$ cat src/hw/cache_pkg.sv
package cache_pkg;

    // Geometry, way count is tied to the 4-way PLRU tree
    localparam int WAYS       = 4;
    localparam int TAG_W      = 10;
    localparam int WORD_W     = 32;
    localparam int LINE_WORDS = 4;
    localparam int WORD_IDX_W = 2;

    typedef logic [TAG_W-1:0]             tag_t;
    typedef logic [WORD_W-1:0]            word_t;
    typedef logic [WORD_W/8-1:0]          be_t;
    typedef logic [WORD_IDX_W-1:0]        word_idx_t;

    // Word 0 sits in the lowest bits
    typedef logic [LINE_WORDS*WORD_W-1:0] line_t;

    typedef logic [WAYS-1:0]              way_vec_t;

    typedef enum logic [1:0] {
        OP_NONE   = 2'd0,
        OP_LOAD   = 2'd1,
        OP_STORE  = 2'd2,
        OP_REFILL = 2'd3
    } op_e;

endpackage

$ cat src/hw/cache_ifs.sv
`timescale 1ns/1ps

// Directory access: sequencer, tag directory and replacement logic
interface dir_if import cache_pkg::*; #(
    parameter int SETS = 16
) ();
    localparam int SET_W = $clog2(SETS);

    logic             lookup;
    logic             refill;
    logic             clear;
    logic [SET_W-1:0] set;
    tag_t             tag;

    // Hit mask of the set looked up one cycle earlier
    way_vec_t         hit_way;
    // Valid mask of the set addressed now
    way_vec_t         set_valid;
    way_vec_t         victim_way;

    modport seq (
        output lookup, refill, clear, set, tag
    );

    modport dir (
        input  lookup, refill, clear, set, tag, victim_way,
        output hit_way, set_valid
    );

    modport repl (
        input  refill, clear, set, set_valid,
        output victim_way
    );
endinterface


$ cat src/hw/tag_directory.sv
`timescale 1ns/1ps

module tag_directory import cache_pkg::*; #(
    parameter int SETS = 16
) (
    input  logic clk_i,
    input  logic rst_ni,
    dir_if.dir   dir
);
    localparam int SET_W = $clog2(SETS);

    tag_t                  tags_q [SETS][WAYS];
    way_vec_t [SETS-1:0]   valid_q;

    logic                  lookup_q;
    logic [SET_W-1:0]      lk_set_q;
    tag_t                  lk_tag_q;
    way_vec_t              match;

    // Tags are zeroed by the sweep, refill writes the victim way only
    always_ff @(posedge clk_i) begin
        if (dir.clear) begin
            for (int w = 0; w < WAYS; w++) begin
                tags_q[dir.set][w] <= '0;
            end
        end else if (dir.refill) begin
            for (int w = 0; w < WAYS; w++) begin
                if (dir.victim_way[w]) begin
                    tags_q[dir.set][w] <= dir.tag;
                end
            end
        end
    end

    always_ff @(posedge clk_i or negedge rst_ni) begin
        if (!rst_ni) begin
            valid_q <= '0;
        end else if (dir.refill) begin
            valid_q[dir.set] <= valid_q[dir.set] | dir.victim_way;
        end
    end

    assign dir.set_valid = valid_q[dir.set];

    always_ff @(posedge clk_i or negedge rst_ni) begin
        if (!rst_ni) begin
            lookup_q <= 1'b0;
        end else begin
            lookup_q <= dir.lookup;
        end
    end

    always_ff @(posedge clk_i) begin
        if (dir.lookup) begin
            lk_set_q <= dir.set;
            lk_tag_q <= dir.tag;
        end
    end

    // Compare in the cycle after the lookup. No directory write can land
    // in between, since the lookup itself owns cycle N
    always_comb begin
        for (int w = 0; w < WAYS; w++) begin
            match[w] = valid_q[lk_set_q][w] && (tags_q[lk_set_q][w] == lk_tag_q);
        end
    end

    assign dir.hit_way = lookup_q ? match : '0;

    // Refills never leave two valid copies of one tag in a set
    hit_onehot_a: assert property (@(posedge clk_i) disable iff (!rst_ni)
        $onehot0(dir.hit_way))
        else $error("tag_directory: multiple ways hit");

endmodule

$ cat src/flat_wrapper.sv
// flat-port wrapper written by rule: the top's interface ports become plain ports
module tag_directory_flat import cache_pkg::*;
#(
    parameter int SETS = 16
)
  (clk_i, rst_ni, dir_lookup, dir_refill, dir_clear, dir_set, dir_tag, dir_victim_way, dir_hit_way, dir_set_valid);
  dir_if #(.SETS(SETS)) dir_i ();
  input  logic clk_i;
  input  logic rst_ni;
  input wire logic [$bits(dir_i.lookup)-1:0] dir_lookup;
  input wire logic [$bits(dir_i.refill)-1:0] dir_refill;
  input wire logic [$bits(dir_i.clear)-1:0] dir_clear;
  input wire logic [$bits(dir_i.set)-1:0] dir_set;
  input wire logic [$bits(dir_i.tag)-1:0] dir_tag;
  input wire logic [$bits(dir_i.victim_way)-1:0] dir_victim_way;
  output wire logic [$bits(dir_i.hit_way)-1:0] dir_hit_way;
  output wire logic [$bits(dir_i.set_valid)-1:0] dir_set_valid;
  assign dir_i.lookup = dir_lookup;
  assign dir_i.refill = dir_refill;
  assign dir_i.clear = dir_clear;
  assign dir_i.set = dir_set;
  assign dir_i.tag = dir_tag;
  assign dir_i.victim_way = dir_victim_way;
  assign dir_hit_way = dir_i.hit_way;
  assign dir_set_valid = dir_i.set_valid;
  tag_directory #(.SETS(SETS)) u_core (.clk_i(clk_i), .rst_ni(rst_ni), .dir(dir_i));
endmodule
$ cat config.mk
export PLATFORM = sky130hd
export DESIGN_NAME = tag_directory_flat
export DESIGN_NICKNAME = d
export VERILOG_FILES = /design/src/hw/cache_pkg.sv /design/src/hw/cache_ifs.sv /design/src/hw/tag_directory.sv /design/src/flat_wrapper.sv
export SDC_FILE = /design/constraint.sdc
export NUM_CORES = 1
export LEC_CHECK = 0
export BUFFER_PORTS_ARGS = -buffer_cell sky130_fd_sc_hd__buf_2
export CAP_MARGIN = 20
export CORE_ASPECT_RATIO = 0.9
export CORE_MARGIN = 3
export CORE_UTILIZATION = 35
export DETAILED_ROUTE_END_ITERATION = 12
export SYNTH_ARGS = -nofsm -noshare
export SYNTH_HDL_FRONTEND = slang
export SYNTH_SLANG_ARGS = --single-unit
export TNS_END_PERCENT = 1
$ cat constraint.sdc
create_clock -name clk_i -period 3.26 [get_ports clk_i]
set_input_delay 0.163 -clock clk_i [delete_from_list [all_inputs] [get_ports clk_i]]
set_output_delay 0.163 -clock clk_i [all_outputs]
set_load 0.02 [all_outputs]
---- After elaboration in Yosys (flattened, before gate mapping) ----
Memory sizes are Yosys's and may differ from the RTL's. A register that Yosys moved wholly into a read port is not among the register bits.
Cells that the tools add are included.
W data, S select, Z words.
word-level totals
  RAM bits ................................ 640
  output and inout port bits .............. 8
  word-level logic and storage cells ...... 68
  memories kept ........................... 1
  bits in read-only memories .............. 0
  register bits after elaboration ......... 79
  latch bits .............................. 0
  input port bits ......................... 23
memory list
  name           depth  bits a word  read ports  clocked after Yosys merged registers in  write ports  RTL line             text
  u_core.tags_q  16     40           1           1                                        1            tag_directory.sv:12  tag_t tags_q [SETS][WAYS];
operators by class
  bitwise gates (word level) .............. 5
  reduce and logical (&&, ||, !) cells .... 5
  muxes and demuxes ....................... 31
  $lt $le $gt $ge ......................... 3
  multipliers ............................. 0
  eq/ne operators ......................... 4
  shift-type cells ........................ 0
  add/subtract/negate cells ............... 0
  divide/modulo/power cells ............... 0
operators by type and width
  cell                  count
  $bwmux W64            1
  $eq A10 B10 Y1        4
  $mux W10              4
  $bmux W4 S4           2
  $mux W4               5
  $mux W1               18
  $demux W4 S4          1
  $lt A4 B5 Y1 const B  2
  $logic_and A1 B1 Y1   5
  $ge A4 B1 Y1 const B  1
  $or A1 B1 Y1          4
  $or A4 B4 Y4          1

---- Longest topological paths before layout ----
  depth after elaboration ................. 5
  gate-level depth with buffers ........... 10
  gate-level depth less buffers ........... 6

---- Least setup slack after synthesis ----
OpenSTA, ideal clock, no wires.
  path kind ............................... reg2out
  start ................................... register with a tool-made name
  end ..................................... output dir_hit_way[1]
  setup slack ............................. 437 ps
  data required time ...................... 3097 ps
  data arrival time ....................... 2660 ps
  buffers on the path ..................... 3
  stages on the path, launching flop included .. 10
  cell sequence ........................... dfxtp_1 > buf_4 > buf_4 > buf_2 > mux4_2 > a22oi_1 > nand2_1 > xnor2_1 > nand4_1 > nor4_1
RTL lines
  element           RTL line            text
  end: declaration  flat_wrapper.sv:16  output wire logic [$bits(dir_i.hit_way)-1:0] dir_hit_way;

==> results by group <==
Run status
  – Outcome: finished, violations left
  – Violated checks: setup timing

Clock tree
  – H-tree depth: 3
  – CTS tree: yes
  – Worst-Skew Late Latency: 0.61 ns
  – Clock Sinks: ~720
  – Clk buf depth: 3
  – Clock slew at reported path FFs: roughly 0.060 ns
  – Num CTS Buffers: roughly 70
  – Clk root buf: clkbuf_16

Worst setup path
  – Worst-path fanout max: 6
  – Buf/Inv on CP: 4
  – Critical Path Start Type: flop
  – Worst stage delay on the critical path: ~0.53 ns
  – WP data arrival: 3.41 ns
  – Cell count along the critical path: 10
  – CP endpoint kind: output port
  – Crit-path leading delay family: compound AO/OA/AOI/OAI gates
  – CP most frequent cell: buf_4
  – Critical path type: flop to output port
  – CP Cell Sequence: buf_4, buf_12, mux4_2, a22oi_2, o221ai_1, a211oi_2, nand4_1, nor4_2, buf_4, buf_2
  – FF-to-FF Start: u_core.valid_q[63]
  – Slowest-stage cell, CP: mux4_2
  – CP required: just over 3 ns
  – R2R depth: 5

Global routing
  – Vias in the first global route: 16300
  – Largest net degree at the start of global routing: 50
  – Total track usage: ~18%
  – Grt total ovfl: 0
  – First-pass GRT wire length: roughly 110 mm
  – Initial antenna violation count: 3

Placed design
  – Post-DP HPWL: 49.7 mm
  – Port-buffer cells: 30
  – GPL Wtd Cong: between 0.8 and 0.9
  – Post-DP Area: 31900 µm²

Pwr
  – Leak Pwr: roughly 0.010 µW
  – Tot Pwr: ~21000 µW
  – Maximum vdd drop: 395 µV
  – Pwr dens: ~600 nW/µm²

Hold path
  – Worst Hold Launch: dir_set[2]
  – WHS Path Cells: 1
  – HP Class: primary input to flop

Yosys
  – Post-synthesis net count: between 1500 and 2000
  – Post-synth EDFFs: about 650
  – Fraction of registers with async set/reset: between 8 and 9%
  – Synth area leaders: edfxtp_1 66%, mux4_2 15%, dfrtp_1 5.5%
  – Post-Syn Area: 29600 µm²
  – Mean Syn Cell Area: 18.9 µm²
  – Post-synthesis sequential area ratio: ~72%
  – Post-Syn Instances: 1563
  – Area share of the largest cell type after synthesis: 66.4%
  – Cell variety after synth: 58
  – Leading area contributor after synthesis: edfxtp_1
  – Main synth FF type: edfxtp_1
  – Synthesized flop and latch total: slightly above 700
  – Synth warnings: 0

Final layout
  – Area Growth Syn to Fin: 17.1%
  – Antenna diode count: 0
  – Layout cell share with drive strength beyond 1: about 29%
  – Area of all placed cells without fillers: 34700 µm²
  – Nets@finish: about 1800
  – Commonest non-fill, non-tap cell in the layout: edfxtp_1
  – Most frequent cells in the layout: 654 x edfxtp_1, 203 x mux4_2, 132 x buf_4

Timing
  – Unrepaired setup endpoints after global routing: yes
  – Min Tclk post-route: approximately 3.6 ns
  – Final period util: 110%
  – Max-slew violation count: 0
  – Final worst slack: -0.311 ns
  – Maximum clock rate: 0.280 GHz
  – Setup violators final: 4
  – Final Hold Viols: 0
  – Slew HR: a little under a third
  – Slew @ Worst Pin: 1.04 ns
  – Clk_skew: about 0.023 ns

Floorplanning
  – Die height: 282 µm
  – Die X: 313 µm
  – Core area: 83200 µm²
  – Die area: about 88000 µm²
  – Starting Density: between 30% and 40%
  – I/O pin cnt: 31
  – Row cnt: 100

Route
  – Initial DRC count: between 1500 and 2000
  – DRC errors left: 0
  – Via count: 16000
  – Drt via density: between 5 and 6
  – Drt pass-1 iters: 5
  – Wire per inst: 26.5 µm
  – Routed Wire Length: roughly 78 mm
  – DRT antenna net count: 0

Flow run
  – MaxCap Viol Count: 0
## power by group
group	switching (µW)	total [µW]	internal, µW
Combinational	1210	2200	991
Clock	3450	7890	4440
Sequential	264	10800	10500
Total	4920	20800	15900
## timing repair
| action | CTS | global route |
|---|---|---|
| gates resized for setup | 11 | 20 |
| setup endpoints to repair | 4 | 4 |
| pin swaps | 4 | 11 |
| hold buffers | 12 | 0 |
| hold endpoints to repair | 59 | 0 |
| setup buffers | 13 | 10 |
| gates cloned | 2 | 0 |
## per-stage QoR
stage	setup TNS (ns)	std cells	utilization, %	setup slack, ns	hold WS (ns)
after global routing	-1.47	2920	41.7	-0.423	0.0501
after detailed placement	0	2754	38.3	0.111	0.435
final	-1.05	2920	41.7	-0.311	0.0629
after global placement	0	2754	38.3	0.130	0.407
after floorplan	0	1563	-	0.437	-0.133
after CTS	-1.11	2909	41.4	-0.328	0.0153
## sequential cells by signal, summed over array words and instances (netlist names), named ones only
signal and flops:
u_core.lk_tag_q 10, u_core.valid_q 64, u_core.lk_set_q 4, u_core.lookup_q 1, u_core.tags_q 640
## cells in the mapped netlist (all sizes together) (11+ instances only)
| cell type | n |
|---|---|
| mux4 | 203 |
| inv | 11 |
| buf | 46 |
| a22oi | 16 |
| xnor2 | 33 |
| a21oi | 23 |
| clkbuf | 46 |
| o21ai | 73 |
| nand3 | 20 |
| nand4 | 12 |
| mux2i | 48 |
| edfxtp | 654 |
| nand2 | 90 |
| nor2b | 11 |
| nor2 | 88 |
| and3 | 41 |
| dfrtp | 65 |
## per-layer routing
layer	routed length, µm	vias up	part of all wire, %	track usage [%]
met2	35000	754	45	26.6
li1	-	6715	-	-
met5	0	-	0	0
met3	7520	141	9.7	4.80
met1	33000	8390	43	25.2
met4	2010	0	2.6	5.41
## cell families after synthesis
group           Yosys count  synth area share [%]
flops                   723                  72.1
simple gates            275                  4.27
mux                     258                  17.3
compound gates          160                  3.34
buf+inv                 106                  1.71
xor+xnor                 41                  1.21
## final timing paths
kind                       slack (ns)            endpoint
max                             -0.31      dir_hit_way[1]
min                              0.06  u_core.lk_set_q[2]
max reg2reg                      0.97   u_core.valid_q[3]
min reg2reg                      0.50  u_core.valid_q[12]
max in group asynchronous        2.47   u_core.valid_q[3]
min in group asynchronous        0.12  u_core.valid_q[28]
## layout make-up
cell class	instances	area, µm²
fill	7303	48500
sequential	723	21400
clock inverter	40	324
clock buffer	88	1880
timing repair buffer	199	1790
tap	1122	1400
multi-input combinational	734	7840
inverter	14	55.1
Note: power is estimated with default switching activity, not from simulation.
