--- config.mk ---
export PLATFORM = sky130hd
export DESIGN_NAME = plru_victim_flat
export DESIGN_NICKNAME = d
export VERILOG_FILES = /design/src/hw/cache_pkg.sv /design/src/hw/cache_ifs.sv /design/src/hw/plru_victim.sv /design/src/flat_wrapper.sv
export SDC_FILE = /design/constraint.sdc
export NUM_CORES = 1
export LEC_CHECK = 0
export ABC_AREA = 1
export ABC_CLOCK_PERIOD_IN_PS = 4200
export BUFFER_PORTS_ARGS = -buffer_cell sky130_fd_sc_hd__buf_2
export CAP_MARGIN = 20
export CORE_MARGIN = 4
export CORE_UTILIZATION = 60
export DETAILED_ROUTE_END_ITERATION = 16
export PLACE_DENSITY = 0.81
export REMOVE_ABC_BUFFERS = 1
export SLEW_MARGIN = 20
export SYNTH_ARGS = -nofsm -noshare
export SYNTH_HDL_FRONTEND = slang
export SYNTH_SLANG_ARGS = --single-unit
--- constraint.sdc ---
create_clock -name clk_i -period 4.2 [get_ports clk_i]
set_input_delay 0.21 -clock clk_i [delete_from_list [all_inputs] [get_ports clk_i]]
set_output_delay 0.21 -clock clk_i [all_outputs]
set_load 0.02 [all_outputs]
--- src/hw/cache_pkg.sv ---
package cache_pkg;

    // Geometry, way count is tied to the 4-way PLRU tree
    localparam int WAYS       = 4;
    localparam int TAG_W      = 10;
    localparam int WORD_W     = 32;
    localparam int LINE_WORDS = 4;
    localparam int WORD_IDX_W = 2;

    typedef logic [TAG_W-1:0]             tag_t;
    typedef logic [WORD_W-1:0]            word_t;
    typedef logic [WORD_W/8-1:0]          be_t;
    typedef logic [WORD_IDX_W-1:0]        word_idx_t;

    // Word 0 sits in the lowest bits
    typedef logic [LINE_WORDS*WORD_W-1:0] line_t;

    typedef logic [WAYS-1:0]              way_vec_t;

    typedef enum logic [1:0] {
        OP_NONE   = 2'd0,
        OP_LOAD   = 2'd1,
        OP_STORE  = 2'd2,
        OP_REFILL = 2'd3
    } op_e;

endpackage

--- src/hw/cache_ifs.sv ---
`timescale 1ns/1ps

// Directory access: sequencer, tag directory and replacement logic
interface dir_if import cache_pkg::*; #(
    parameter int SETS = 16
) ();
    localparam int SET_W = $clog2(SETS);

    logic             lookup;
    logic             refill;
    logic             clear;
    logic [SET_W-1:0] set;
    tag_t             tag;

    // Hit mask of the set looked up one cycle earlier
    way_vec_t         hit_way;
    // Valid mask of the set addressed now
    way_vec_t         set_valid;
    way_vec_t         victim_way;

    modport seq (
        output lookup, refill, clear, set, tag
    );

    modport dir (
        input  lookup, refill, clear, set, tag, victim_way,
        output hit_way, set_valid
    );

    modport repl (
        input  refill, clear, set, set_valid,
        output victim_way
    );
endinterface


--- src/hw/plru_victim.sv ---
`timescale 1ns/1ps

module plru_victim import cache_pkg::*; #(
    parameter int SETS = 16
) (
    input  logic                     clk_i,
    input  logic                     rst_ni,
    dir_if.repl                      dir,
    input  way_vec_t                 hit_way_i,
    input  logic [$clog2(SETS)-1:0]  hit_set_i,
    output way_vec_t                 victim_way_q_o
);
    // Bit 0 is the root, bit 1 the leaf of ways 0-1, bit 2 the leaf of ways 2-3
    logic [2:0] tree_q [SETS];
    logic [2:0] cur_tree;
    logic [2:0] hit_tree;
    logic [2:0] refill_base;
    logic [2:0] refill_tree;
    way_vec_t   tree_way;
    way_vec_t   victim;
    way_vec_t   victim_q;
    logic       hit_upd;

    // Point root and leaf away from the accessed way
    function automatic logic [2:0] touch(input logic [2:0] tree, input way_vec_t way);
        logic       upper;
        logic       odd;
        logic [2:0] next;
        upper   = way[2] | way[3];
        odd     = way[1] | way[3];
        next    = tree;
        next[0] = ~upper;
        if (upper) begin
            next[2] = ~odd;
        end else begin
            next[1] = ~odd;
        end
        return next;
    endfunction

    assign hit_upd  = |hit_way_i;
    assign cur_tree = tree_q[dir.set];
    assign hit_tree = touch(tree_q[hit_set_i], hit_way_i);

    // Hit update goes first when both touch the same set
    assign refill_base = (hit_upd && hit_set_i == dir.set) ? hit_tree : cur_tree;
    assign refill_tree = touch(refill_base, victim);

    always_comb begin
        tree_way = '0;
        if (!cur_tree[0]) begin
            tree_way[cur_tree[1] ? 1 : 0] = 1'b1;
        end else begin
            tree_way[cur_tree[2] ? 3 : 2] = 1'b1;
        end
    end

    // Lowest invalid way wins over the tree
    always_comb begin
        victim = tree_way;
        for (int w = WAYS - 1; w >= 0; w--) begin
            if (!dir.set_valid[w]) begin
                victim = way_vec_t'(1 << w);
            end
        end
    end

    assign dir.victim_way = victim;

    always_ff @(posedge clk_i) begin
        if (dir.clear) begin
            tree_q[dir.set] <= '0;
        end else begin
            if (hit_upd) begin
                tree_q[hit_set_i] <= hit_tree;
            end
            if (dir.refill) begin
                tree_q[dir.set] <= refill_tree;
            end
        end
    end

    // Victim carried along with the refill into stage 1
    always_ff @(posedge clk_i or negedge rst_ni) begin
        if (!rst_ni) begin
            victim_q <= '0;
        end else if (dir.refill) begin
            victim_q <= victim;
        end
    end

    assign victim_way_q_o = victim_q;

    // The way hit in the previous cycle is never the next victim of that set
    victim_not_mru_a: assert property (@(posedge clk_i) disable iff (!rst_ni)
        ($past(hit_upd) && dir.set == $past(hit_set_i))
            |-> (dir.victim_way & $past(hit_way_i)) == '0)
        else $error("plru_victim: victim is the way hit one cycle earlier");

endmodule

--- src/flat_wrapper.sv ---
// flat-port wrapper written by rule: the top's interface ports become plain ports
module plru_victim_flat import cache_pkg::*;
#(
    parameter int SETS = 16
)
  (clk_i, rst_ni, hit_way_i, hit_set_i, victim_way_q_o, dir_refill, dir_clear, dir_set, dir_set_valid, dir_victim_way);
  dir_if #(.SETS(SETS)) dir_i ();
  input  logic clk_i;
  input  logic rst_ni;
  input  way_vec_t hit_way_i;
  input  logic [$clog2(SETS)-1:0] hit_set_i;
  output way_vec_t victim_way_q_o;
  input wire logic [$bits(dir_i.refill)-1:0] dir_refill;
  input wire logic [$bits(dir_i.clear)-1:0] dir_clear;
  input wire logic [$bits(dir_i.set)-1:0] dir_set;
  input wire logic [$bits(dir_i.set_valid)-1:0] dir_set_valid;
  output wire logic [$bits(dir_i.victim_way)-1:0] dir_victim_way;
  assign dir_i.refill = dir_refill;
  assign dir_i.clear = dir_clear;
  assign dir_i.set = dir_set;
  assign dir_i.set_valid = dir_set_valid;
  assign dir_victim_way = dir_i.victim_way;
  plru_victim #(.SETS(SETS)) u_core (.clk_i(clk_i), .rst_ni(rst_ni), .dir(dir_i), .hit_way_i(hit_way_i), .hit_set_i(hit_set_i), .victim_way_q_o(victim_way_q_o));
endmodule
* After elaboration in Yosys (flattened, before gate mapping)
Memories as Yosys holds them, arrays and structs flattened. Cells that the tools add are included.
Storage, ports and cells: logic and storage cells 49, memories kept 1, flip-flop bits (word level) 4, RAM bits 48, input port bits 20
Cells by class: bitwise gates (word level) 12, reductions and logical operators 4, $lt $le $gt $ge 4, mux-type cells 25, equality and inequality tests 2
Memory list:
- u_core.tree_q | words 16, bits a word 3, read ports 2, clocked after memory_dff 0, write ports 2, line plru_victim.sv:14 | logic [2:0] tree_q [SETS];
Operators by type and width (count):
- 32-bit by 1-bit greater-or-equal comparator with 1-bit output, second input constant | 2
- 32-bit by 4-bit less-than comparator with 1-bit output, second input constant | 2
- 4-bit two-way mux | 5
- 1-bit two-way mux | 16
- 4-bit == test | 2
- 3-bit two-way mux | 2
- 1-bit NOT | 5
- 1-bit OR | 5
- 1-bit demux with 2-bit select | 2
- 4-bit OR reduction | 1
- 1-bit logical AND | 3
- 1-bit bitwise AND | 2

* Longest topological paths before layout
An unclocked memory read counts as a cell.
depth after elaboration 15, depth in mapped cells 18

* Least setup slack after synthesis
No wires, ideal clock.
path type in2reg, start point in hit_set_i[0], end point mem u_core.tree_q[12][2] (data pin), data required time 3.947 ns, cell stages on the path 16, setup slack 2.314 ns, library setup time 0.253 ns, arrival time 1.632 ns, path buffers 2, cells stage by stage clkbuf_1 > nor2_1 > inv_2 > nor2_1 > nor2_1 > nand2_1 > nand2_1 > nand2_1 > nor2_1 > nand2_1 > nand3_1 > nand2_1 > nand3_2 > buf_2 > nand3_1 > nand2_1
RTL lines:
- start: declaration | line flat_wrapper.sv:11 | input logic [$clog2(SETS)-1:0] hit_set_i;
- end: declaration | line plru_victim.sv:14

==> qor.yml <==
leakagePower_nw: 1.909
remaining_drc_errors: 0
timing.hold.worst.start: "dir_refill"
final_max_slew_violation_count: 0
dpl-instance-area_sq_mm: 0.003664
timing_worst_slew_pin_value_ns: 0.7359
detailroute.via_count: 3587
worst_vdd_rail_ir_drop_uv: 190.7
max_cap_viol_count: 0
cp_cell_sequence: "buf_2, inv_2, nor2_1, nand2_1, nand3_1, nand2_1, nand2_1, nor2_2, nand2_1, nand3_2, nand2_1, inv_2, nand2_2, nand2_2, nand3_1, nand2_1"
dp_hpwl_um: 7345
synth_enable_flop_cells: 48
finalSetupTns_ns: 0
setup_ws_ns: 1.341
crit_path_max_incr_delay_ns: 0.39
gr-total-overflow: 0
cts_max_level: 2
ff2ff_path_depth: 15
hold_end: "u_core.victim_way_q_o[0]$_DFFE_PN0P_"
syn_avg_cell_area_sq_um: 7.002
std_cell_rows: 27
yosys_most_used_dff: "edfxtp_1"
post-route-min-period_ns: 2.859
synth_largest_type_area_fraction_pct: 41.17
grt_start_max_net_pins: 23
post_cts.resized_instances: 0
finalInstanceArea_sq_mm: 0.003785
vias_per_cell: 6.018
postSynthCellCount: 500
worst-r2r-setup-slack_ns: 1.53
die_y_um: 84.39
detail-route-antenna-nets: 0
timing.hold.worst.class: "primary input to flop"
critical_path_required_ns: 4.27
grt_util_met2_pct: 44.69
global_route.usage.total_pct: 28.76
cts_sinks: 52
status: "finished, final reports clean"
synth-async-reset-ratio_pct: 7.692
report.power.total_mw: 1.174
finalHoldWorstSlack_ns: 0.1815
postCtsSetupBuffers: 0
num_antenna_cells: 0
yosys_warnings: 0
final_cell_count_no_fill: 596
synth.yosys.seq_area_share_pct: 44.03
finish.net_count: 543
slew_headroom_pct: 50.82
final-hold-violation-count: 0
clock_latency_on_the_worst_skew_pair_ns: 0.31
ys_top_cells_by_count: "228 x nand2_1, 48 x edfxtp_1, 44 x inv_1, 42 x nor2_1, 37 x nand3_1"
die-width_um: 84.39
gp_congestion: 0.9870
maximum_clock_path_buffer_count: 2
path_clk_slew_ns: 0.09
globalRouteMet1Util_pct: 39.67
finalWirelength_um: 10260
placed_cells: 587
busiest_layer: "met2"
rsz0062_at_grt: "no"
power-per-cell-area_mw_per_mm2: 310.2
number_of_global_route_vias_before_repair: 3284
grt_antenna_before_repair: 0
timing.hold.worst_path_depth: 3
pre_cts_slack_ns: 1.099
critPathBufInv: 3
critical_path.endpoint_type: "flop"
finClkSkew_ns: 0.003762
netlist_area_sq_mm: 0.003501
family_of_cells_with_the_greatest_summed_delay_on_the_critical_path: "simple AND/OR/NAND/NOR gates"
postLayoutCoreUtil_pct: 67.90
initial_core_util_pct: 62.81
post_detailed_route_wirelength_per_cell_um: 17.21
grt_use_met3_pct: 5.888
finalSetupViolCount: 0
drive_gt1_share_pct: 9.542
detailedRoute.firstIterationViolations: 447
cts_inserted_buffers: 5
worst_setup_path_start_kind: "primary input"
synth_top_area_cell: "edfxtp_1"
root_driver: "clkbuf_8"
core_box_area_sq_mm: 0.005574
critPathKind: "primary input to flop"
first_pass_grt_wire_length_um: 16090
synth_top_cells_by_area: "edfxtp_1 41%, nand2_1 24%, nand3_1 5.3%, inv_1 4.7%, nor2_1 4.5%"
portbufs: 27
critical_path_arrival_ns: 2.93
area.growth.synth_to_final_pct: 8.113
post-route-period-util_pct: 68.07
die_area_sq_mm: 0.007121
synth.lib_cells_used.distinct: 28
postSynthRegisterBits: 52
io_pins: 28
reg2reg_to: "u_core.tree_q[2][1]$_DFFE_PP_"
cp_common_cell: "nand2_1"
crit-reg2reg-launch: "u_core.tree_q[15][2]$_DFFE_PP_"
timing.critical_path.fanout_max: 22
fmax_mhz: 349.8
drt_first_pass_iters: 8
crit_slowest_cell: "nand2_2"
tritoncts_clock_tree: "yes"
yosys.cell_count.top_type: "nand2_1"
==> worst max-delay path by stage <==
| stage | start | endpoint | cells after the start |
|---|---|---|---|
| 4_1_cts | dir_set[0] | u_core.tree_q[2][1]$_DFFE_PP_ | 16 |
| 6_report | dir_set[0] | u_core.tree_q[2][1]$_DFFE_PP_ | 16 |
| 2_1_floorplan | dir_set[0] | u_core.tree_q[4][1]$_DFFE_PP_ | 15 |
| 3_3_place_gp | dir_set[0] | u_core.tree_q[7][1]$_DFFE_PP_ | 16 |
| 5_1_grt | dir_set[0] | u_core.tree_q[8][1]$_DFFE_PP_ | 16 |
| 3_5_place_dp | dir_set[0] | u_core.tree_q[2][1]$_DFFE_PP_ | 16 |
==> cell type report <==
type,instances,area (sq um)
clock buffers,5,68.82
clock inverters,3,42.54
fillers,495,1789
inverters,50,187.7
multi-input cells,384,1694
flip-flops and latches,52,1541
well taps,72,90.09
repair buffers,30,160.2
==> cells in the final DEF (no fill, tap or decap) <==
master / n
clkbuf_8: 5
clkinv_1: 2
and2_1: 1
nand2_2: 2
nor2_1: 42
clkinv_2: 1
o21bai_1: 1
nand3_1: 37
inv_1: 44
a21oi_1: 4
a21boi_0: 1
clkinvlp_4: 1
nand4_1: 1
xor2_1: 2
nand2_1: 228
nand3_2: 3
o21ai_0: 15
buf_2: 27
dfrtp_1: 4
nor3_2: 1
nor2_2: 3
edfxtp_1: 48
inv_2: 4
o21ai_1: 10
o31ai_1: 16
o22ai_1: 9
dlygate4sd3_1: 1
a22oi_1: 6
bufinv_16: 1
nor3_1: 1
o21a_1: 1
buf_4: 2
==> per-layer routing <==
metal | vias up | routed length (um)
met5 | - | 0
li1 | 1676 | -
met3 | 39 | 1268
met4 | 0 | 312
met1 | 1605 | 4193
met2 | 267 | 4482
==> worst register-to-register path: stages (launching register included) <==
cell and delay (ns):
edfxtp_1 0.42, nand2_1 0.08, o21ai_0 0.11, nand2_1 0.10
nand2_1 0.06, nand2_1 0.05, nand2_1 0.06, nor2_2 0.12
nand2_1 0.08, nand3_2 0.10, nand2_1 0.08, inv_2 0.29
nand2_2 0.36, nand2_2 0.43, nand3_1 0.14, nand2_1 0.09
==> sequential cells by signal, indices dropped and copies added (netlist names) <==
name                   cells
u_core.tree_q             48
u_core.victim_way_q_o      4
==> power breakdown <==
group,internal [mW],switching (mW)
clock network,0.176,0.171
logic,0.0606,0.170
registers,0.588,0.00809
==> logic make-up (layout without fill, tap and decap cells) <==
logic type / count (synthesis) / count (layout) / share of synthesized area [%]
AND/OR/NAND/NOR: 319 / 319 / 36.78
buffers and inverters: 64 / 88 / 7.577
AO/OA/AOI/OAI: 63 / 63 / 11.12
flip-flops: 52 / 52 / 44.03
XOR/XNOR: 2 / 2 / 0.5004
==> what timing repair did <==
item | in CTS | in global routing
endpoints found under the hold margin | 4 | 0
hold buffers | 1 | 0
setup endpoints to repair | 0 | 0
No activity file was read; power rests on OpenSTA's default activity.
