$ cat config.mk
export PLATFORM = sky130hd
export DESIGN_NAME = read_select
export DESIGN_NICKNAME = d
export VERILOG_FILES = /design/src/hw/cache_pkg.sv /design/src/hw/read_select.sv
export SDC_FILE = /design/constraint.sdc
export NUM_CORES = 1
export LEC_CHECK = 0
export ABC_AREA = 1
export BUFFER_PORTS_ARGS = -buffer_cell sky130_fd_sc_hd__buf_4
export CORE_ASPECT_RATIO = 1.4
export CORE_MARGIN = 2
export CORE_UTILIZATION = 38
export CTS_CLUSTER_SIZE = 14
export DETAILED_ROUTE_END_ITERATION = 7
export PLACE_DENSITY_LB_ADDON = 0.05
export SYNTH_ARGS = -nofsm -noshare
export SYNTH_HDL_FRONTEND = slang
export SYNTH_SLANG_ARGS = --single-unit
$ cat constraint.sdc
create_clock -name clk_i -period 0.8 [get_ports clk_i]
set_clock_uncertainty 0.15 [all_clocks]
set_input_delay 0.12 -clock clk_i [delete_from_list [all_inputs] [get_ports clk_i]]
set_output_delay 0.12 -clock clk_i [all_outputs]
set_load 0.02 [all_outputs]
$ cat src/hw/cache_pkg.sv
package cache_pkg;

    // Geometry, way count is tied to the 4-way PLRU tree
    localparam int WAYS       = 4;
    localparam int TAG_W      = 10;
    localparam int WORD_W     = 32;
    localparam int LINE_WORDS = 4;
    localparam int WORD_IDX_W = 2;

    typedef logic [TAG_W-1:0]             tag_t;
    typedef logic [WORD_W-1:0]            word_t;
    typedef logic [WORD_W/8-1:0]          be_t;
    typedef logic [WORD_IDX_W-1:0]        word_idx_t;

    // Word 0 sits in the lowest bits
    typedef logic [LINE_WORDS*WORD_W-1:0] line_t;

    typedef logic [WAYS-1:0]              way_vec_t;

    typedef enum logic [1:0] {
        OP_NONE   = 2'd0,
        OP_LOAD   = 2'd1,
        OP_STORE  = 2'd2,
        OP_REFILL = 2'd3
    } op_e;

endpackage

$ cat src/hw/read_select.sv
`timescale 1ns/1ps

module read_select import cache_pkg::*; (
    input  logic             clk_i,
    input  logic             rst_ni,
    input  op_e              s1_op_i,
    input  way_vec_t         hit_way_i,
    input  way_vec_t         victim_way_q_i,
    input  word_t [WAYS-1:0] rdata_ways_i,
    output logic             resp_valid_o,
    output op_e              resp_op_o,
    output logic             resp_hit_o,
    output way_vec_t         resp_way_o,
    output word_t            resp_rdata_o
);
    word_t    sel_word;
    logic     s1_hit;
    logic     valid_q;
    op_e      op_q;
    logic     hit_q;
    way_vec_t way_q;
    word_t    rdata_q;

    // One-hot AND-OR mux on the hit mask
    always_comb begin
        sel_word = '0;
        for (int w = 0; w < WAYS; w++) begin
            sel_word = sel_word | (rdata_ways_i[w] & {WORD_W{hit_way_i[w]}});
        end
    end

    assign s1_hit = |hit_way_i;

    always_ff @(posedge clk_i or negedge rst_ni) begin
        if (!rst_ni) begin
            valid_q <= 1'b0;
            op_q    <= OP_NONE;
        end else begin
            valid_q <= (s1_op_i != OP_NONE);
            op_q    <= s1_op_i;
        end
    end

    always_ff @(posedge clk_i) begin
        hit_q   <= (s1_op_i == OP_REFILL) || s1_hit;
        way_q   <= (s1_op_i == OP_REFILL) ? victim_way_q_i : hit_way_i;
        rdata_q <= (s1_op_i == OP_LOAD && s1_hit) ? sel_word : '0;
    end

    assign resp_valid_o = valid_q;
    assign resp_op_o    = op_q;
    assign resp_hit_o   = hit_q;
    assign resp_way_o   = way_q;
    assign resp_rdata_o = rdata_q;

endmodule

Word level (Yosys, flattened, before mapping) --
Cells that the tools add are included.
Operators by class: equal/unequal tests 2, mux-type cells 1, bitwise logic cells 7, reduce and logical (&&, ||, !) cells 4
Operators with widths (count):
- $and 32x32->32 | 4
- $or 32x32->32 | 3
- $mux 4 | 1
- $reduce_or 4->1 | 1
- $eq 2x1->1 const B | 1
- $eq 2x2->1 const B | 1
- $reduce_bool 2->1 | 1
- $logic_and 1x1->1 | 1
- $logic_or 1x1->1 | 1
Word-level totals: register bits after elaboration 40, input bits 140, output and inout port bits 40, word-level logic and storage cells 19

Longest topological paths before layout --
Gate-level depths: netlist of the first run.
depth after elaboration 4, depth in mapped cells 6, depth with buffers taken out 4

Least setup slack after synthesis of the first run --
No wires, ideal clock.
path type input to register, from in hit_way_i[3], to reg rdata_q[0] (netlist: resp_rdata_o[0]), arrival 727 ps, required time 536 ps, slack -191 ps, cell stages on the path 6, buffers on the path 2, path through buf_2 nor2_2 nand2_1 nand2_2 buf_6 nor2_2
Between the ends: word-level cells in the longest chain between the ends 2
RTL lines:
- start, declared | line read_select.sv:7 | input way_vec_t hit_way_i,
- $and 32x32->32 / $reduce_or 4->1 (equally long branches) | line read_select.sv:28, read_select.sv:32
- $or 32x32->32 / $logic_and 1x1->1 (equally long branches) | line read_select.sv:28, read_select.sv:47
- end signal, assigned | line read_select.sv:47 | rdata_q <= (s1_op_i == OP_LOAD && s1_hit) ? sel_word : '0;
- end, declared | line read_select.sv:22 | word_t rdata_q;
Parallel ways exist; a longest one is shown, timed or not. A chain may end at the register's enable or synchronous reset.

Worst setup path after layout of the first run --
from reg valid_q (netlist: resp_valid_o), to out resp_valid_o
RTL lines:
- start, declared | line read_select.sv:18 | logic valid_q;
- start signal, assigned | line read_select.sv:39 | valid_q <= (s1_op_i != OP_NONE);
- end, declared | line read_select.sv:10 | output logic resp_valid_o,
No word-level cell between the ends.

==> results of run 1 <==
-- power by group through the flow --
stage / logic (uW) / clock network [uW] / registers (uW)
5_1_grt: 1770 / 1690 / 2200
6_report: 1620 / 1570 / 2200
4_1_cts: 1610 / 1600 / 2200
3_5_place_dp: 1530 / 0 / 2190
3_3_place_gp: 1510 / 0 / 2190
2_1_floorplan: 527 / 0 / 2350
-- cells by family after synthesis --
logic type / Yosys count / share of synthesized area
AND/OR/NAND/NOR: 276 / 0.534
flip-flops: 40 / 0.402
buffers and inverters: 20 / 0.0641
-- area by class of cell --
type	instances	area, um^2	share of cell area
sequential	40	862	0.225
inverter	1	3.75	0.000979
multi-input combinational	276	1100	0.288
timing repair buffer	195	1680	0.437
clock buffer	6	72.6	0.0189
tap	66	82.6	0.0215
clock inverter	2	35.0	0.00914
-- layer usage --
layer,GRT usage,vias to the layer above
met2,0.435,120
met5,0,-
met1,0.227,1136
met4,0.0851,0
li1,-,1359
met3,0.0586,8
-- path summary, 6_finish.rpt --
check,start,endpoint,slack [ps],cells after the start
worst max-delay path,resp_valid_o,resp_valid_o,-260,1
worst min-delay path,s1_op_i[0],resp_op_o[0],-180,1
max in group asynchronous,rst_ni,resp_valid_o,400,2
min in group asynchronous,rst_ni,resp_op_o[0],10,2
-- state kept, by name, summed over array words and instances, names as in the netlist --
name          flops
resp_hit_o        1
resp_rdata_o     32
resp_op_o         2
resp_way_o        4
resp_valid_o      1
-- Yosys cell counts --
cell type / count / share of area
or2_2: 1 / 0.0031
dfrtp_1: 3 / 0.037
dfxtp_1: 37 / 0.36
buf_2: 14 / 0.035
nor2_2: 12 / 0.037
inv_2: 1 / 0.0018
nand2_1: 202 / 0.37
nor2_4: 1 / 0.0055
buf_6: 5 / 0.028
nand3_1: 5 / 0.012
nor2_1: 54 / 0.10
nand2_2: 1 / 0.0031
-- metrics by stage --
| stage | hold slack, ps | setup WS, ps |
|---|---|---|
| 2_1_floorplan | -326 | -156 |
| 3_3_place_gp | -242 | -240 |
| 3_5_place_dp | -241 | -246 |
| 4_1_cts | -184 | -268 |
| 5_1_grt | -187 | -290 |
| 6_report | -177 | -257 |
-- repair_timing --
action,4_1_cts,5_1_grt
resized for setup,77,2
gates cloned,0,1
endpoints found under the hold margin,25,8
endpoints found under the setup margin,40,42
pin swaps,0,0
==> results by group, run 1 <==
Cells and area
  – Non-Filler Instances: 586
  – Final Cell Area: 0.00383 mm^2
  – Commonest cells after routing, fill and taps aside: 202 x nand2_1, 149 x buf_4, 53 x nor2_1
  – Utilization after layout: 0.743
  – Final #Nets: about 660
  – Diode count: 0
  – Area growth from synthesis to layout: 88.8%
  – Commonest non-fill, non-tap cell in the layout: nand2_1
  – Share of layout cells above drive strength 1: 0.490
  – Fillers: between 400 and 500

STA
  – Final setup fails: 40
  – Slew HR: 0.872
  – Period utilization: 1.32
  – Max frequency: ~0.95 GHz
  – RSZ-0062 raised after global routing: true
  – Setup TNS: -7800 ps
  – Worst Max-Slew Pin Slew: 191 ps
  – Fin. Hold Viols: 8
  – Fin. max-slew vios: 0
  – Min Tclk post-route: ~1100 ps
  – Hold Slack: -177 ps
  – Setup ws final: -257 ps

GRT
  – Vias in the first global route: 2557
  – First-pass GRT wire length: 10700 um
  – Antenna violations before repair: 0
  – Total grt overflow: 0
  – Gr usage total: 0.229
  – Largest net degree at the start of global routing: 23

Clocking
  – CTS tree: yes
  – Clk slew on worst S/H paths: 70 ps
  – Clock sink count: 40
  – CTS Root Cell: clkbuf_8
  – Post-CTS Hold Buffers: 1
  – Clock Path Buffers: 2
  – Num CTS Buffers: 5
  – Post-CTS setup repair buffer count: 0
  – # H-tree levels: 2

Worst setup path
  – Cell Chain, Critical Path: buf_6
  – Critical path buffer and inverter count: 1
  – CP top delay family: flip-flops
  – Crit path DAT: 790 ps
  – CP max FO: 1
  – Max incr delay on CP: 380 ps
  – Req. time, crit path: 530 ps
  – Crit Path Class: flop to output port
  – Crit path launch type: flop
  – Slowest CP cell: dfrtp_1
  – Worst setup EP type: output port

Placed design
  – Area post-placement: 0.00349 mm^2
  – Port Buffer Count: 179
  – Dpl cells: 576
  – RePlAce Congestion: 0.817
  – Post-DP HPWL: 5390 um

Power
  – Switching Share: 0.262
  – Leak pwr: 0.00218 uW
  – Logic gate share of total power: 0.301
  – Maximum vdd drop: approximately 1.1 mV
  – Cell-internal power: 3980 uW
  – Total power: 5390 uW
  – Power Density: about 1400 mW/mm^2
  – Clk pwr share: 0.292
  – Switching pwr: between 1000 and 1500 uW
  – Sequential share of power: 0.408

Drt
  – DR top layer: met4
  – WL/cell: approximately 12 um
  – Met2 wire len: approximately 3800 um
  – Met1 WL: 2450 um
  – Antenna Nets Post-Route: 0
  – DR DRC count: 0
  – Violation count after the first detailed-route iteration: a little under 90
  – Vias per cell: between 4 and 5
  – Total wire length after detailed routing: 6920 um
  – DR WL met3: 554 um
  – DRT Pass-1 Iters: 4
  – Via count: 2623

Synthesis
  – Syn Std Cell Area: just over 0.002 mm^2
  – Seq cells post-synth: 40
  – Synthesized area per cell: 6.04 um^2
  – Syn Inst Count: 336
  – Unique masters post-synth: 12
  – Post-synthesis sequential area ratio: 0.402
  – Syn_nets: 476
  – Yosys warnings: 0

Run
  – Maxcap violations: 0

Die
  – Die Wd: between 60 and 70 um
  – Die Height: 90.5 um
  – Number of placed I/O pins: 180
  – Starting Density: 0.394
  – Die area: 0.00595 mm^2
  – Core area: slightly above 0.005 mm^2
  – # rows: 31

Worst hold path
  – Class of the worst hold path: input pin to flop

Run status
  – Outcome: finished, violations left
  – Failing checks: negative hold slack, negative setup slack
(Power assumes the default switching activity.)
==> inputs of run 2 (changes only) <==
--- a/config.mk
+++ b/config.mk
@@ -13,6 +13,7 @@
 export CTS_CLUSTER_SIZE = 14
 export DETAILED_ROUTE_END_ITERATION = 7
 export PLACE_DENSITY_LB_ADDON = 0.05
+export REMOVE_ABC_BUFFERS = 1
 export SYNTH_ARGS = -nofsm -noshare
 export SYNTH_HDL_FRONTEND = slang
 export SYNTH_SLANG_ARGS = --single-unit
==> run 2 against run 1 <==
  * The flow still finishes with violations (negative hold slack, negative setup slack)
  * Clock power grew 3%
  * Clock-buffer cell count shrank 1
  * Worst setup slack lost 33 ps
  * Utilization shrank 0.44 points
  * Combinational power is essentially flat
  * Sequential share of layout area grew 0.13 points
  * Via count grew 0.88%
  * Largest cell class unchanged
  * Largest power group unchanged
==> results by group, run 2 (same netlist as run 1, synthesis figures left out) <==
Clocking
  – Clock Path Buffers: 2 (unchanged)
  – Num CTS Buffers: 5 (unchanged)
  – CTS Root Cell: clkbuf_8 (unchanged)
  – # H-tree levels: 2 (unchanged)
  – CTS tree: yes (unchanged)
  – Clk slew on worst S/H paths: 80 ps (was 70 ps)
  – Post-CTS setup repair buffer count: 0 (unchanged)
  – Clock sink count: 40 (unchanged)

Worst hold path
  – Class of the worst hold path: input pin to flop (unchanged)
  – Hold endpoint: resp_hit_o (was resp_op_o[0])
  – WHS Path Cells: 3 (was 1)
  – Min-delay src: hit_way_i[0] (was s1_op_i[0])

Placed design
  – Port Buffer Count: 179 (unchanged)
  – Dpl cells: 576 (unchanged)
  – Post-DP HPWL: 5600 um (was 5390 um)
  – RePlAce Congestion: 0.835 (was 0.817)
  – Area post-placement: 0.00347 mm^2 (was 0.00349 mm^2)

Worst setup path
  – Crit Path Class: input pin to flop (was flop to output port)
  – Slowest CP cell: dlygate4sd3_1 (was dfrtp_1)
  – Cell Chain, Critical Path: buf_4, dlygate4sd3_1, or2_2 (was buf_6)
  – Req. time, crit path: 830 ps (was 530 ps)
  – CP max FO: 3 (was 1)
  – Max incr delay on CP: 580 ps (was 380 ps)
  – Crit path launch type: input pin (was flop)
  – Crit path DAT: 1120 ps (was 790 ps)
  – Worst setup EP type: flop (was output port)

STA
  – Fin. max-slew vios: 0 (unchanged)
  – Setup ws final: -290 ps (was -257 ps)
  – Min Tclk post-route: 1090 ps (was 1060 ps)
  – Final setup fails: 42 (was 40)
  – Max frequency: 0.917 GHz (was 0.946 GHz)
  – Hold Slack: -95.6 ps (was -177 ps)
  – Worst Max-Slew Pin Slew: 234 ps (was 191 ps)
  – Fin. Hold Viols: 34 (was 8)
  – Setup TNS: -8500 ps (was -7800 ps)
  – RSZ-0062 raised after global routing: true (unchanged)
  – Slew HR: 0.844 (was 0.872)
  – Period utilization: 1.36 (was 1.32)

Cells and area
  – Fillers: 428 (was 417)
  – Commonest cells after routing, fill and taps aside: 202 x nand2_1, 148 x buf_4, 53 x nor2_1 (was 202 x nand2_1, 149 x buf_4, 53 x nor2_1)
  – Utilization after layout: 0.739 (was 0.743)
  – Final Cell Area: 0.00381 mm^2 (was 0.00383 mm^2)
  – FF/Latch Area: 862 um^2 (unchanged)
  – Diode count: 0 (unchanged)
  – Non-Filler Instances: 586 (unchanged)
  – Final #Nets: 659 (unchanged)
  – Share of layout cells above drive strength 1: 0.490 (unchanged)
  – Area occupied by multi-input gates: 0.00109 mm^2 (was 0.00110 mm^2)
  – Commonest non-fill, non-tap cell in the layout: nand2_1 (unchanged)
  – Max reg flops: 32 (unchanged)
  – Area growth from synthesis to layout: 87.7% (was 88.8%)

Drt
  – WL/cell: 12.0 um (was 11.8 um)
  – DR DRC count: 0 (unchanged)
  – Violation count after the first detailed-route iteration: 85 (was 89)
  – Vias per cell: 4.52 (was 4.48)
  – DRT Pass-1 Iters: 4 (unchanged)
  – Antenna Nets Post-Route: 0 (unchanged)
  – Via count: 2646 (was 2623)
  – Total wire length after detailed routing: 7040 um (was 6920 um)

GRT
  – Largest net degree at the start of global routing: 34 (was 23)
  – M2 GR Usage: 0.453 (was 0.435)
  – Vias in the first global route: 2647 (was 2557)
  – Gr usage total: 0.243 (was 0.229)
  – Met3 usage in global routing: 0.0686 (was 0.0586)
  – Met1 usage: 0.243 (was 0.227)
  – GRT Max-Usage Layer: met2 (unchanged)
  – Antenna violations before repair: 0 (unchanged)
  – Total grt overflow: 0 (unchanged)
  – First-pass GRT wire length: 11400 um (was 10700 um)

Die
  – Die Height: 90.5 um (unchanged)
  – # rows: 31 (unchanged)
  – Starting Density: 0.394 (unchanged)
  – Die Wd: 65.8 um (unchanged)
  – Number of placed I/O pins: 180 (unchanged)
  – Die area: 0.00595 mm^2 (unchanged)
  – Core area: 0.00516 mm^2 (unchanged)

Power
  – Total power: 5430 uW (was 5390 uW)
  – Leak pwr: 0.00215 uW (was 0.00218 uW)
  – Maximum vdd drop: 0.839 mV (was 1.15 mV)
  – Power Density: 1420 mW/mm^2 (was 1410 mW/mm^2)

Run status
  – Failing checks: negative hold slack, negative setup slack (unchanged)
  – Outcome: finished, violations left (unchanged)

Run
  – Maxcap violations: 0 (unchanged)
## run 2: repair_timing
item | CTS | global route
hold endpoints to repair | 39 | 14
hold buffers | 2 | 1
cloned | 0 | 0
gates resized for setup | 77 | 3
endpoints found under the setup margin | 40 | 60
## run 2: critical path: cells and delay by family
family	cells	cell delay, ps
buffers and inverters	2	700
AND/OR/NAND/NOR	1	300
## run 2: metal layers
layer / part of all wire / vias up
li1: - / 1364
met1: 0.35 / 1142
met2: 0.54 / 121
met3: 0.079 / 19
met4: 0.036 / 0
met5: 0 / -
## run 2: layout make-up
type	count	share of cell area
Sequential cell	40	0.226
Multi-Input combinational cell	276	0.285
Timing Repair Buffer	195	0.437
Tap cell	66	0.0217
Inverter	1	0.000985
Clock inverter	3	0.0112
Clock buffer	5	0.0181
## run 2: where the power goes
group	total [uW]	internal (uW)	switching [uW]
clock network	1620	923	701
registers	2190	2140	56.5
logic	1610	907	706
## run 2: worst max path at each step
stage	start	endpoint	depth (start not counted)
after floorplan	hit_way_i[1]	resp_rdata_o[10]	4
after global placement	hit_way_i[0]	resp_rdata_o[23]	6
after detailed placement	hit_way_i[0]	resp_rdata_o[23]	6
after CTS	resp_op_o[0]	resp_op_o[0]	1
after global routing	resp_op_o[0]	resp_op_o[0]	1
final	s1_op_i[0]	resp_valid_o	3
## run 2: through the flow
stage,hold WS [ps],setup WS (ps)
after global placement,-242,-255
final,-95.6,-290
after global routing,-92.0,-299
after CTS,-105,-284
after floorplan,-326,-259
after detailed placement,-238,-284
